===== config.mk =====
export PLATFORM = sky130hd
export DESIGN_NAME = ship_ctrl_top
export DESIGN_NICKNAME = d
export VERILOG_FILES = /design/src/logic/ship_ctrl_pkg.sv /design/src/logic/ps2_line_filter.sv /design/src/logic/ps2_frame_rx.sv /design/src/logic/key_event_filter.sv /design/src/logic/ship_command.sv /design/src/logic/bullet_display.sv /design/src/logic/ship_ctrl_top.sv
export SDC_FILE = /design/constraint.sdc
export NUM_CORES = 1
export LEC_CHECK = 0
export ABC_CLOCK_PERIOD_IN_PS = 2780
export BUFFER_PORTS_ARGS = -buffer_cell sky130_fd_sc_hd__buf_2
export CELL_PAD_IN_SITES_DETAIL_PLACEMENT = 2
export CELL_PAD_IN_SITES_GLOBAL_PLACEMENT = 2
export CORE_MARGIN = 4
export CORE_UTILIZATION = 39
export CTS_BUF_LIST = sky130_fd_sc_hd__clkbuf_4 sky130_fd_sc_hd__clkbuf_8
export DETAILED_ROUTE_END_ITERATION = 7
export PLACE_DENSITY_LB_ADDON = 0.1
export SYNTH_ARGS = -nofsm -noshare
export SYNTH_HDL_FRONTEND = slang
export SYNTH_SLANG_ARGS = --single-unit

===== constraint.sdc =====
create_clock -name clk -period 2.78 [get_ports clk]
set_input_delay 0 -clock clk [delete_from_list [all_inputs] [get_ports clk]]
set_output_delay 0 -clock clk [all_outputs]
set_load 0.01 [all_outputs]

===== src/logic/ship_ctrl_pkg.sv =====
// ship control shared definitions
`default_nettype none

package ship_ctrl_pkg;

	// playfield, in pixels
	localparam int screen_w = 160;
	localparam int screen_h = 120;

	// ship centre, bullet returns here on a heading key
	localparam logic [7:0] ship_x0 = 8'd80;
	localparam logic [6:0] ship_y0 = 7'd60;

	// one ps/2 scan code byte
	typedef logic [7:0] scan_t;

	// set 2 make codes
	localparam scan_t code_break = 8'hf0; // key release prefix
	localparam scan_t code_w     = 8'h1d; // heading up
	localparam scan_t code_a     = 8'h1c; // heading left
	localparam scan_t code_s     = 8'h1b; // heading down
	localparam scan_t code_d     = 8'h23; // heading right
	localparam scan_t code_space = 8'h29; // fire

	// 11-bit ps/2 frame
	// raw is the shift register view, fields is the decoded view
	typedef union packed {
		logic [10:0] raw;
		struct packed {
			logic  stop;   // last bit in, ends up on top
			logic  parity; // odd, not checked
			scan_t data;   // lsb first on the wire
			logic  start;  // first bit in, ends up at bit 0
		} fields;
	} frame_t;

	// ship heading, up is the reset value
	typedef enum logic [1:0] {
		head_up,
		head_right,
		head_down,
		head_left
	} heading_t;

	// pixel position on the playfield
	typedef struct packed {
		logic [7:0] x; // 0..159
		logic [6:0] y; // 0..119
	} pos_t;

	// everything the command stage keeps
	typedef struct packed {
		heading_t heading;
		pos_t     bullet;
	} ship_state_t;

endpackage

`default_nettype wire


===== src/logic/ps2_line_filter.sv =====
// ps2 line synchronizer and filter
`default_nettype none

module ps2_line_filter #(
	parameter int FILTER_LEN = 8 // samples that must agree
) (
	input  wire  clk,
	input  wire  reset,
	input  wire  ps2_clk,  // raw keyboard clock
	input  wire  ps2_data, // raw keyboard data
	output logic fall,     // one cycle, filtered clock went 1 to 0
	output logic data      // synchronized data level
);

	logic [1:0]            clk_sync;  // two flop synchronizer
	logic [1:0]            data_sync;
	logic [FILTER_LEN-1:0] samples;   // newest sample on top
	logic                  level;     // filtered clock level
	logic                  level_d;

	always_ff @(posedge clk or posedge reset)
	begin
		if (reset)
		begin
			clk_sync  <= '0;
			data_sync <= '0;
			samples   <= '0;
			level     <= 1'b0; // first fall needs a stable high first
		end
		else
		begin
			clk_sync  <= {clk_sync[0], ps2_clk};
			data_sync <= {data_sync[0], ps2_data};
			samples   <= {clk_sync[1], samples[FILTER_LEN-1:1]}; // shift right
			level     <= level_d;
		end
	end

	// level only moves when every sample agrees
	always_comb
	begin
		level_d = level;
		if (&samples)
			level_d = 1'b1;
		else if (~|samples)
			level_d = 1'b0;
	end

	assign fall = level & ~level_d; // strobe in the cycle the level drops
	assign data = data_sync[1];

endmodule

`default_nettype wire


===== src/logic/ps2_frame_rx.sv =====
// ps2 frame receiver
`default_nettype none

module ps2_frame_rx (
	input  wire                  clk,
	input  wire                  reset,
	input  wire                  fall,       // filtered clock falling edge
	input  wire                  data,       // synchronized data bit
	output logic                 frame_done, // one cycle, code is valid
	output ship_ctrl_pkg::scan_t code        // held until next frame shifts in
);

	import ship_ctrl_pkg::*;

	typedef enum logic {
		st_idle,
		st_rx
	} state_t;

	state_t     state;
	state_t     state_d;
	logic [3:0] count;   // bits still to come after start
	logic [3:0] count_d;
	frame_t     frame_q; // shift register, start bit ends at bit 0

	always_ff @(posedge clk or posedge reset)
	begin
		if (reset)
		begin
			state <= st_idle;
			count <= '0;
		end
		else
		begin
			state <= state_d;
			count <= count_d;
		end
	end

	// every fall shifts one bit in from the top, start bit included
	always_ff @(posedge clk)
	begin
		if (fall)
			frame_q.raw <= {data, frame_q.raw[10:1]};
	end

	always_comb
	begin
		state_d    = state;
		count_d    = count;
		frame_done = 1'b0;
		case (state)
			st_idle:
			begin
				if (fall) // start bit
				begin
					count_d = 4'd10; // 8 data, parity, stop
					state_d = st_rx;
				end
			end
			st_rx:
			begin
				if (count == 4'd0) // stop bit already in
				begin
					frame_done = 1'b1;
					state_d    = st_idle;
				end
				else if (fall)
					count_d = count - 4'd1;
			end
			default: state_d = st_idle;
		endcase
	end

	assign code = frame_q.fields.data; // data byte sits at bits 8:1

endmodule

`default_nettype wire


===== src/logic/key_event_filter.sv =====
// key press filter
`default_nettype none

module key_event_filter (
	input  wire                  clk,
	input  wire                  reset,
	input  wire                  frame_done, // new scan code
	input  wire  ship_ctrl_pkg::scan_t code,
	output logic                 key_valid,  // one cycle, make code on key
	output ship_ctrl_pkg::scan_t key
);

	import ship_ctrl_pkg::*;

	typedef enum logic {
		st_pass, // forward make codes
		st_skip  // eat the code after f0
	} state_t;

	state_t state;
	logic   take; // make code accepted this cycle

	assign take = frame_done && (state == st_pass) && (code != code_break);

	always_ff @(posedge clk or posedge reset)
	begin
		if (reset)
		begin
			state     <= st_pass;
			key_valid <= 1'b0;
		end
		else
		begin
			key_valid <= take; // exactly one cycle after frame_done
			if (frame_done)
			begin
				case (state)
					st_pass: if (code == code_break) state <= st_skip;
					st_skip: state <= st_pass; // release code dropped
					default: state <= st_pass;
				endcase
			end
		end
	end

	// hold the last make code
	always_ff @(posedge clk)
	begin
		if (take)
			key <= code;
	end

endmodule

`default_nettype wire


===== src/logic/ship_command.sv =====
// ship heading and bullet control
`default_nettype none

module ship_command #(
	parameter int BULLET_STEP = 1 // pixels per space press
) (
	input  wire                         clk,
	input  wire                         reset,
	input  wire                         key_valid,
	input  wire  ship_ctrl_pkg::scan_t  key,
	output ship_ctrl_pkg::ship_state_t  ship
);

	import ship_ctrl_pkg::*;

	localparam logic [7:0] x_max  = 8'(screen_w - 1); // 159
	localparam logic [6:0] y_max  = 7'(screen_h - 1); // 119
	localparam logic [7:0] step_x = 8'(BULLET_STEP);
	localparam logic [6:0] step_y = 7'(BULLET_STEP);
	localparam pos_t       home   = '{x: ship_x0, y: ship_y0};

	ship_state_t ship_d;

	always_comb
	begin
		ship_d = ship; // unknown codes change nothing
		if (key_valid)
		begin
			case (key)
				code_w:
				begin
					ship_d.heading = head_up;
					ship_d.bullet  = home;
				end
				code_d:
				begin
					ship_d.heading = head_right;
					ship_d.bullet  = home;
				end
				code_s:
				begin
					ship_d.heading = head_down;
					ship_d.bullet  = home;
				end
				code_a:
				begin
					ship_d.heading = head_left;
					ship_d.bullet  = home;
				end
				code_space:
				begin
					// move along heading, clamp at the edges
					case (ship.heading)
						head_up:
							ship_d.bullet.y = (ship.bullet.y < step_y) ? 7'd0
								: ship.bullet.y - step_y;
						head_right:
							ship_d.bullet.x = (ship.bullet.x > x_max - step_x) ? x_max
								: ship.bullet.x + step_x;
						head_down:
							ship_d.bullet.y = (ship.bullet.y > y_max - step_y) ? y_max
								: ship.bullet.y + step_y;
						head_left:
							ship_d.bullet.x = (ship.bullet.x < step_x) ? 8'd0
								: ship.bullet.x - step_x;
						default: ship_d.bullet = ship.bullet;
					endcase
				end
				default: ship_d = ship;
			endcase
		end
	end

	// one cycle after key_valid
	always_ff @(posedge clk or posedge reset)
	begin
		if (reset)
			ship <= '{heading: head_up, bullet: home};
		else
			ship <= ship_d;
	end

endmodule

`default_nettype wire


===== src/logic/bullet_display.sv =====
// bullet position hex display
`default_nettype none

module bullet_display (
	input  wire                  clk,
	input  wire                  reset,
	input  wire  ship_ctrl_pkg::pos_t bullet,
	output logic [6:0]           hex_x_hi, // segments active low
	output logic [6:0]           hex_x_lo,
	output logic [6:0]           hex_y_hi,
	output logic [6:0]           hex_y_lo
);

	import ship_ctrl_pkg::*;

	// hex digit to segments, bit 0 is segment a
	function automatic logic [6:0] seg7(input logic [3:0] digit);
		case (digit)
			4'h0: seg7 = 7'b1000000;
			4'h1: seg7 = 7'b1111001;
			4'h2: seg7 = 7'b0100100;
			4'h3: seg7 = 7'b0110000;
			4'h4: seg7 = 7'b0011001;
			4'h5: seg7 = 7'b0010010;
			4'h6: seg7 = 7'b0000010;
			4'h7: seg7 = 7'b1111000;
			4'h8: seg7 = 7'b0000000;
			4'h9: seg7 = 7'b0011000;
			4'ha: seg7 = 7'b0001000;
			4'hb: seg7 = 7'b0000011; // lower case b
			4'hc: seg7 = 7'b1000110;
			4'hd: seg7 = 7'b0100001; // lower case d
			4'he: seg7 = 7'b0000110;
			default: seg7 = 7'b0001110; // f
		endcase
	endfunction

	always_ff @(posedge clk or posedge reset)
	begin
		if (reset)
		begin
			// show the reset bullet point, 50 3c
			hex_x_hi <= seg7(ship_x0[7:4]);
			hex_x_lo <= seg7(ship_x0[3:0]);
			hex_y_hi <= seg7({1'b0, ship_y0[6:4]});
			hex_y_lo <= seg7(ship_y0[3:0]);
		end
		else
		begin
			hex_x_hi <= seg7(bullet.x[7:4]);
			hex_x_lo <= seg7(bullet.x[3:0]);
			hex_y_hi <= seg7({1'b0, bullet.y[6:4]}); // y has only 3 upper bits
			hex_y_lo <= seg7(bullet.y[3:0]);
		end
	end

endmodule

`default_nettype wire


===== src/logic/ship_ctrl_top.sv =====
// ps2 ship control top level
`default_nettype none

module ship_ctrl_top #(
	parameter int FILTER_LEN  = 8, // ps2 clock glitch filter depth
	parameter int BULLET_STEP = 1  // bullet pixels per shot
) (
	input  wire                        clk,
	input  wire                        reset,
	input  wire                        ps2_clk,
	input  wire                        ps2_data,
	output ship_ctrl_pkg::ship_state_t ship,
	output logic [6:0]                 hex_x_hi,
	output logic [6:0]                 hex_x_lo,
	output logic [6:0]                 hex_y_hi,
	output logic [6:0]                 hex_y_lo
);

	import ship_ctrl_pkg::*;

	logic  fall;       // filtered ps2 clock edge
	logic  rx_bit;     // synchronized ps2 data
	logic  frame_done;
	scan_t code;       // every received byte
	logic  key_valid;
	scan_t key;        // make codes only

	ps2_line_filter #(
		.FILTER_LEN (FILTER_LEN)
	) i_line_filter (
		.clk      (clk),
		.reset    (reset),
		.ps2_clk  (ps2_clk),
		.ps2_data (ps2_data),
		.fall     (fall),
		.data     (rx_bit)
	);

	ps2_frame_rx i_frame_rx (
		.clk        (clk),
		.reset      (reset),
		.fall       (fall),
		.data       (rx_bit),
		.frame_done (frame_done),
		.code       (code)
	);

	key_event_filter i_key_filter (
		.clk        (clk),
		.reset      (reset),
		.frame_done (frame_done),
		.code       (code),
		.key_valid  (key_valid),
		.key        (key)
	);

	ship_command #(
		.BULLET_STEP (BULLET_STEP)
	) i_command (
		.clk       (clk),
		.reset     (reset),
		.key_valid (key_valid),
		.key       (key),
		.ship      (ship)
	);

	// display follows the bullet only
	bullet_display i_display (
		.clk      (clk),
		.reset    (reset),
		.bullet   (ship.bullet),
		.hex_x_hi (hex_x_hi),
		.hex_x_lo (hex_x_lo),
		.hex_y_hi (hex_y_hi),
		.hex_y_lo (hex_y_lo)
	);

endmodule

`default_nettype wire


Word-level counts from Yosys, hierarchy flattened. Memory sizes are Yosys's and may differ from the RTL's. A register that Yosys moved wholly into a read port is not among the register bits. Index checks and enable logic that the tools add are counted.

Memories: 4. Input port bits: 4. Logic and storage cells: 79. Register bits after elaboration: 56. Output and inout bits: 45. Bits in read-only memories: 392.

Reductions and logical operators: 13. Eq/ne operators: 15. Muxes and demuxes: 21. $add $sub $neg: 5. Order comparisons: 4. Bitwise logic cells: 4.

Memory list: (no name shown) (depth 16, bits a word 7, read ports 1, clocked after memory_dff 1, write ports 0, line bullet_display.sv:18) `case (digit)`; (no name shown) (depth 16, bits a word 7, read ports 1, clocked after memory_dff 1, write ports 0, line bullet_display.sv:18); (no name shown) (depth 16, bits a word 7, read ports 1, clocked after memory_dff 1, write ports 0, line bullet_display.sv:18); (no name shown) (depth 8, bits a word 7, read ports 1, clocked after memory_dff 1, write ports 0, line bullet_display.sv:18).

Operators by type and width (number): case mux 15 bit (2 select lines) (1); == test 8 x 5 -> 1 bit, second input constant (3); == test 8 x 6 -> 1 bit, second input constant (2); two-way mux 8 bit (2); case mux 8 bit (2 select lines) (1); two-way mux 7 bit (2); case mux 7 bit (2 select lines) (1); two-way mux 4 bit (3); AND reduction 3 bit (3); adder 8 x 1 -> 8 bit, second input constant (1); == test 8 bit, second input constant (1); greater-than comparator 8 bit, second input constant (1); < comparator 8 x 1 -> 1 bit, second input constant (1); inequality test 8 bit, second input constant (1); case mux 2 bit (4 select lines) (1); case mux 4 bit (2 select lines) (1); AND reduction 8 bit (1); OR reduction 8 bit (1); subtractor 8 x 1 -> 8 bit, second input constant (1); adder 7 x 1 -> 7 bit, second input constant (1); greater-than comparator 7 bit, second input constant (1); < comparator 7 x 1 -> 1 bit, second input constant (1); two-way mux 1 bit (7); subtractor 7 x 1 -> 7 bit, second input constant (1); other kinds (16) (23).

Logic depth before layout (Yosys ltp).
Depth in word-level cells: 8. Depth in mapped cells: 9. Mapped depth without buffers: 8.

Modules after synthesis. A second synthesis with hierarchy kept.

Cell total of the unflattened synthesis: 444. Area, all modules: 4614.4 µm².

By module, submodules not included: ship_command (sequential area each 432.9 µm², area each 1636.6 µm², instances 1, cells each 202); bullet_display (sequential area each 710.7 µm², area each 1596.5 µm², instances 1, cells each 155); ps2_frame_rx (sequential area each 425.4 µm², area each 644.4 µm², instances 1, cells each 49); ps2_line_filter (sequential area each 325.3 µm², area each 385.4 µm², instances 1, cells each 21); key_event_filter (sequential area each 290.3 µm², area each 351.6 µm², instances 1, cells each 17).

Worst setup path before layout. OpenSTA, ideal clock, no wires.

Kind: flip-flop to flip-flop. Start point: register, netlist name i_command.ship[7]. End point: register, netlist name i_command.ship[12]. Arrival time: 1.939 ns. Setup slack: 0.716 ns. Data required time: 2.655 ns. Cell stages (with the launch flop): 10. Setup time: 0.125 ns. Period minus slack after synthesis: 2.064 ns. Buffers on the path: 1. Cells stage by stage: dfrtp_1 -> clkbuf_1 -> inv_1 -> ha_1 -> or3b_1 -> a21boi_2 -> a21oi_1 -> a32oi_1 -> o21a_1 -> o21ai_1.

Word-level cells in the longest chain between the ends: 4. Elaborated cells on any way between the ends: 8. Those cells by class: add/sub: 2; order compare: 2; mux: 4.

Ends and longest elaborated chain: subtractor 8 x 1 -> 8 bit, or another cell as far along (line ship_command.sv:65) `: ship.bullet.x - step_x;`; two-way mux 8 bit (on tied branches) (line ship_command.sv:64, ship_command.sv:58); case mux 8 bit (2 select lines) * (line ship_command.sv:53) `case (ship.heading)`; case mux 15 bit (2 select lines) * (line ship_command.sv:29) `case (key)`.

Mark *: on every way between the ends. The rest lies on a longest branch, timed or not. A chain may end at the register's enable or synchronous reset.

Worst setup path after layout.
Start point: register, netlist name i_command.ship[7]. End point: register, netlist name i_command.ship[12].

Word-level cells in the longest chain between the ends: 4. Elaborated cells on any way between the ends: 8. Those cells by class: add/sub: 2; order compare: 2; mux: 4.

Ends and longest elaborated chain (line): subtractor 8 x 1 -> 8 bit, or another cell as far along (ship_command.sv:65); two-way mux 8 bit (on tied branches) (ship_command.sv:64, ship_command.sv:58); case mux 8 bit (2 select lines) * (ship_command.sv:53); case mux 15 bit (2 select lines) * (ship_command.sv:29).

Marks and branches as above.

==> flow_summary.ini <==
[cts]
clockBufferDepth = 2
cts_tree = done
h-tree-depth = 3
clk_pin_slew_worst_paths_ns = 0.09
clk_latency_ns = 0.36
cts_buffers = 9
numClockSinks = 83
cts_root_buf = clkbuf_8

[floorplanning]
row_count = 37
start_util = 0.4006
die_w_um = 111.2
dieArea_um2 = 12370
core_um2 = 10370
io_pins = 49
die_h_um = 111.2

[finish]
fillerInstances = 1127
nets = 480
mostFrequentLayoutCells = 51 x dfrtp_1, 48 x buf_2, 36 x a21oi_1
final_common_cell = dfrtp_1
final_cell_count_no_fill = 596
n_antenna_cell = 0
area_growth_syn_to_layout_pct = 14.28
drive_gt1_frac = 0.2174

[placement]
dp_cells = 577
gp_congestion = 0.8470
place_hpwl_mm = 8.052
numPortBuffers = 48
pre_cts_ws_ns = 0.4788

[timing]
rsz0062_at_grt = false
finalWorstSetupSlack_ns = 0.4731
finalCritPeriodShare = 0.8298
hold_viol_final = 0
tightest_slew_ns = 0.6343
timing.slew.headroom = 0.5732
tns_ns = 0
fin_crit_ns = 2.307
setup_viol_count_final = 0
clock_skew_ns = 0.007619
maxSlewViolCount = 0
whs_ns = 0.08587
max_clock_freq_mhz = 433.5

[flow_run]
maxCapViolCount = 0

[pwr]
p_per_area_nw_per_um2 = 447.6
leakagePower_nw = 1.983
vdd_drop_max_v = 0.0002385
power.total_w = 0.002125

[synth]
ys_ff_latch = 83
ys_seq_area_frac = 0.5259
synth_fp_nets = 429
yosysWarnings = 0
synth_cell_types = 60
avgSynthCellArea_um2 = 10.28
synth.cell_area_um2 = 4154
synthFlopType = dfrtp_1
ys_async_sr_fraction = 0.7831
synth-edff-count = 18
syn_inst = 404

[critical_path]
crit_path_max_incr_delay_ns = 0.52
path_max_fanout = 12
cp_slowest_cell = dfrtp_1
start_kind = flip-flop
critPathKind = reg2reg
worstPathArrival_ns = 2.56
crit_path_end_kind = flip-flop
crit_path_cell_trace = inv_1 > ha_1 > or3b_1 > a21boi_2 > a21oi_1 > a32oi_1 > o21a_1 > o21ai_1
required_ns = 3.03

[hold_path]
hold_class = in2async

[global_route]
grt-ovfl-total = 0
track_usage = 0.1915
grt_pass1_wl_mm = 19.26
grt_pass1_vias = 3631
grt_max_degree = 58
antenna_found_initial = 0

[routing]
drt-pass1-iter-count = 4
dr_total_vias = 3341
drtAntennaViolNets = 0
drcViolationCount = 0
vias_per_cell = 5.606
wirelength_mm = 11.16
wl_per_cell_um = 18.73
initialDrtViolationCount = 80

[outcome]
status = completed
critical path: cells and delay by family, from the launching register on:
family          cells  cell delay [ns]
compound gates      5             0.89
fa+ha+maj           1             0.20
buf+inv             1             0.15
flops               1             0.52
simple gates        1             0.44
metrics by stage:
stage          instance area, um2    util
3_5_place_dp                 4542  0.4380
2_1_floorplan                4154       -
3_3_place_gp                 4542  0.4380
6_report                     4747  0.4578
4_1_cts                      4747  0.4578
5_1_grt                      4747  0.4578
cells in the mapped netlist (all sizes together) (2+ instances only):
cell,instances,area [um2]
o31ai,4,30.03
dfrtp,51,1276
xnor2,3,26.28
a21o,5,37.54
nor2,31,116.4
o22a,2,17.52
nand3,14,70.07
a31oi,8,50.05
nand4,9,56.30
or3,3,18.77
and3,3,18.77
or4,2,18.77
a22o,6,52.55
o41ai,2,17.52
a21oi,36,180.2
nor3,10,55.05
and2,5,31.28
o211ai,4,30.03
or3b,3,26.28
o21a,3,23.77
nand3b,6,45.04
nand2b,7,43.79
o21ai,33,172.7
buf,7,38.78
inv,17,63.81
nand2,33,123.9
nor2b,6,37.54
mux2i,6,60.06
clkbuf,9,33.78
edfxtp,18,540.5
dfstp,14,367.9
mux2,2,22.52
nor4,5,37.53
ha,21,262.8
flip-flops by register name, summed over array words and instances, names as in the netlist:
signal	flops
i_frame_rx.state	1
i_command.ship	17
i_line_filter.level	1
i_key_filter.key_valid	1
i_display.hex_x_hi	7
i_display.hex_y_lo	7
i_frame_rx.count	4
i_key_filter.state	1
i_line_filter.clk_sync	2
i_display.hex_x_lo	7
i_display.hex_y_hi	7
i_frame_rx.frame_q	10
i_line_filter.samples	8
i_line_filter.data_sync	2
i_key_filter.key	8
kinds of logic after synthesis:
logic type	count (synthesis)	share of synthesized area
xor+xnor	3	0.006326
mux	8	0.01988
simple gates	141	0.1783
flops	83	0.5259
fa+ha+maj	21	0.06325
buf+inv	33	0.03283
compound gates	115	0.1735
area by class of cell:
type	count	area [um2]	area share
sequential	83	2185	0.4602
multi-input combinational	288	1833	0.3861
timing repair buffer	56	320.3	0.06747
tap	136	170.2	0.03585
clock buffer	9	123.9	0.02609
inverter	17	63.81	0.01344
clock inverter	7	51.30	0.01081
layer usage:
layer  vias to the layer above  wire length [um]  part of all wire  global-route usage
met5                         -                 0                 0                   0
met4                         0               152             0.014             0.06164
met3                        12               350             0.031             0.03548
met2                        47              5560              0.50              0.3213
met1                      1705              5100              0.46              0.2501
li1                       1577                 -                 -                   -
final timing paths:
path,slack [ns],endpoint,from,cells past startpoint
hold reg to reg,0.36,i_line_filter.samples[7]$_DFF_PP0_,i_line_filter.clk_sync[1]$_DFF_PP0_,0
max in group asynchronous,2.06,i_display.hex_y_hi[5]$_DFF_PP1_,reset,4
setup reg to reg,0.47,i_command.ship[12]$_DFFE_PP0P_,i_command.ship[7]$_DFFE_PP0P_,8
min in group clk,0.27,i_line_filter.data_sync[0]$_DFF_PP0_,ps2_data,2
hold / removal,0.09,i_display.hex_x_hi[2]$_DFF_PP0_,reset,3
setup / recovery,0.47,i_command.ship[12]$_DFFE_PP0P_,i_command.ship[7]$_DFFE_PP0P_,8
repair_timing:
action	in CTS	in global routing
gates resized for setup	0	0
hold buffers	3	0
hold endpoints to repair	55	0
setup buffers	0	0
power by group:
| group | total (W) | internal (W) | switching (W) |
|---|---|---|---|
| combinational | 0.0000464 | 0.0000150 | 0.0000314 |
| clock | 0.000814 | 0.000331 | 0.000483 |
| sequential | 0.00126 | 0.00126 | 0.00000961 |
Note: power is estimated with default switching activity, not from simulation.
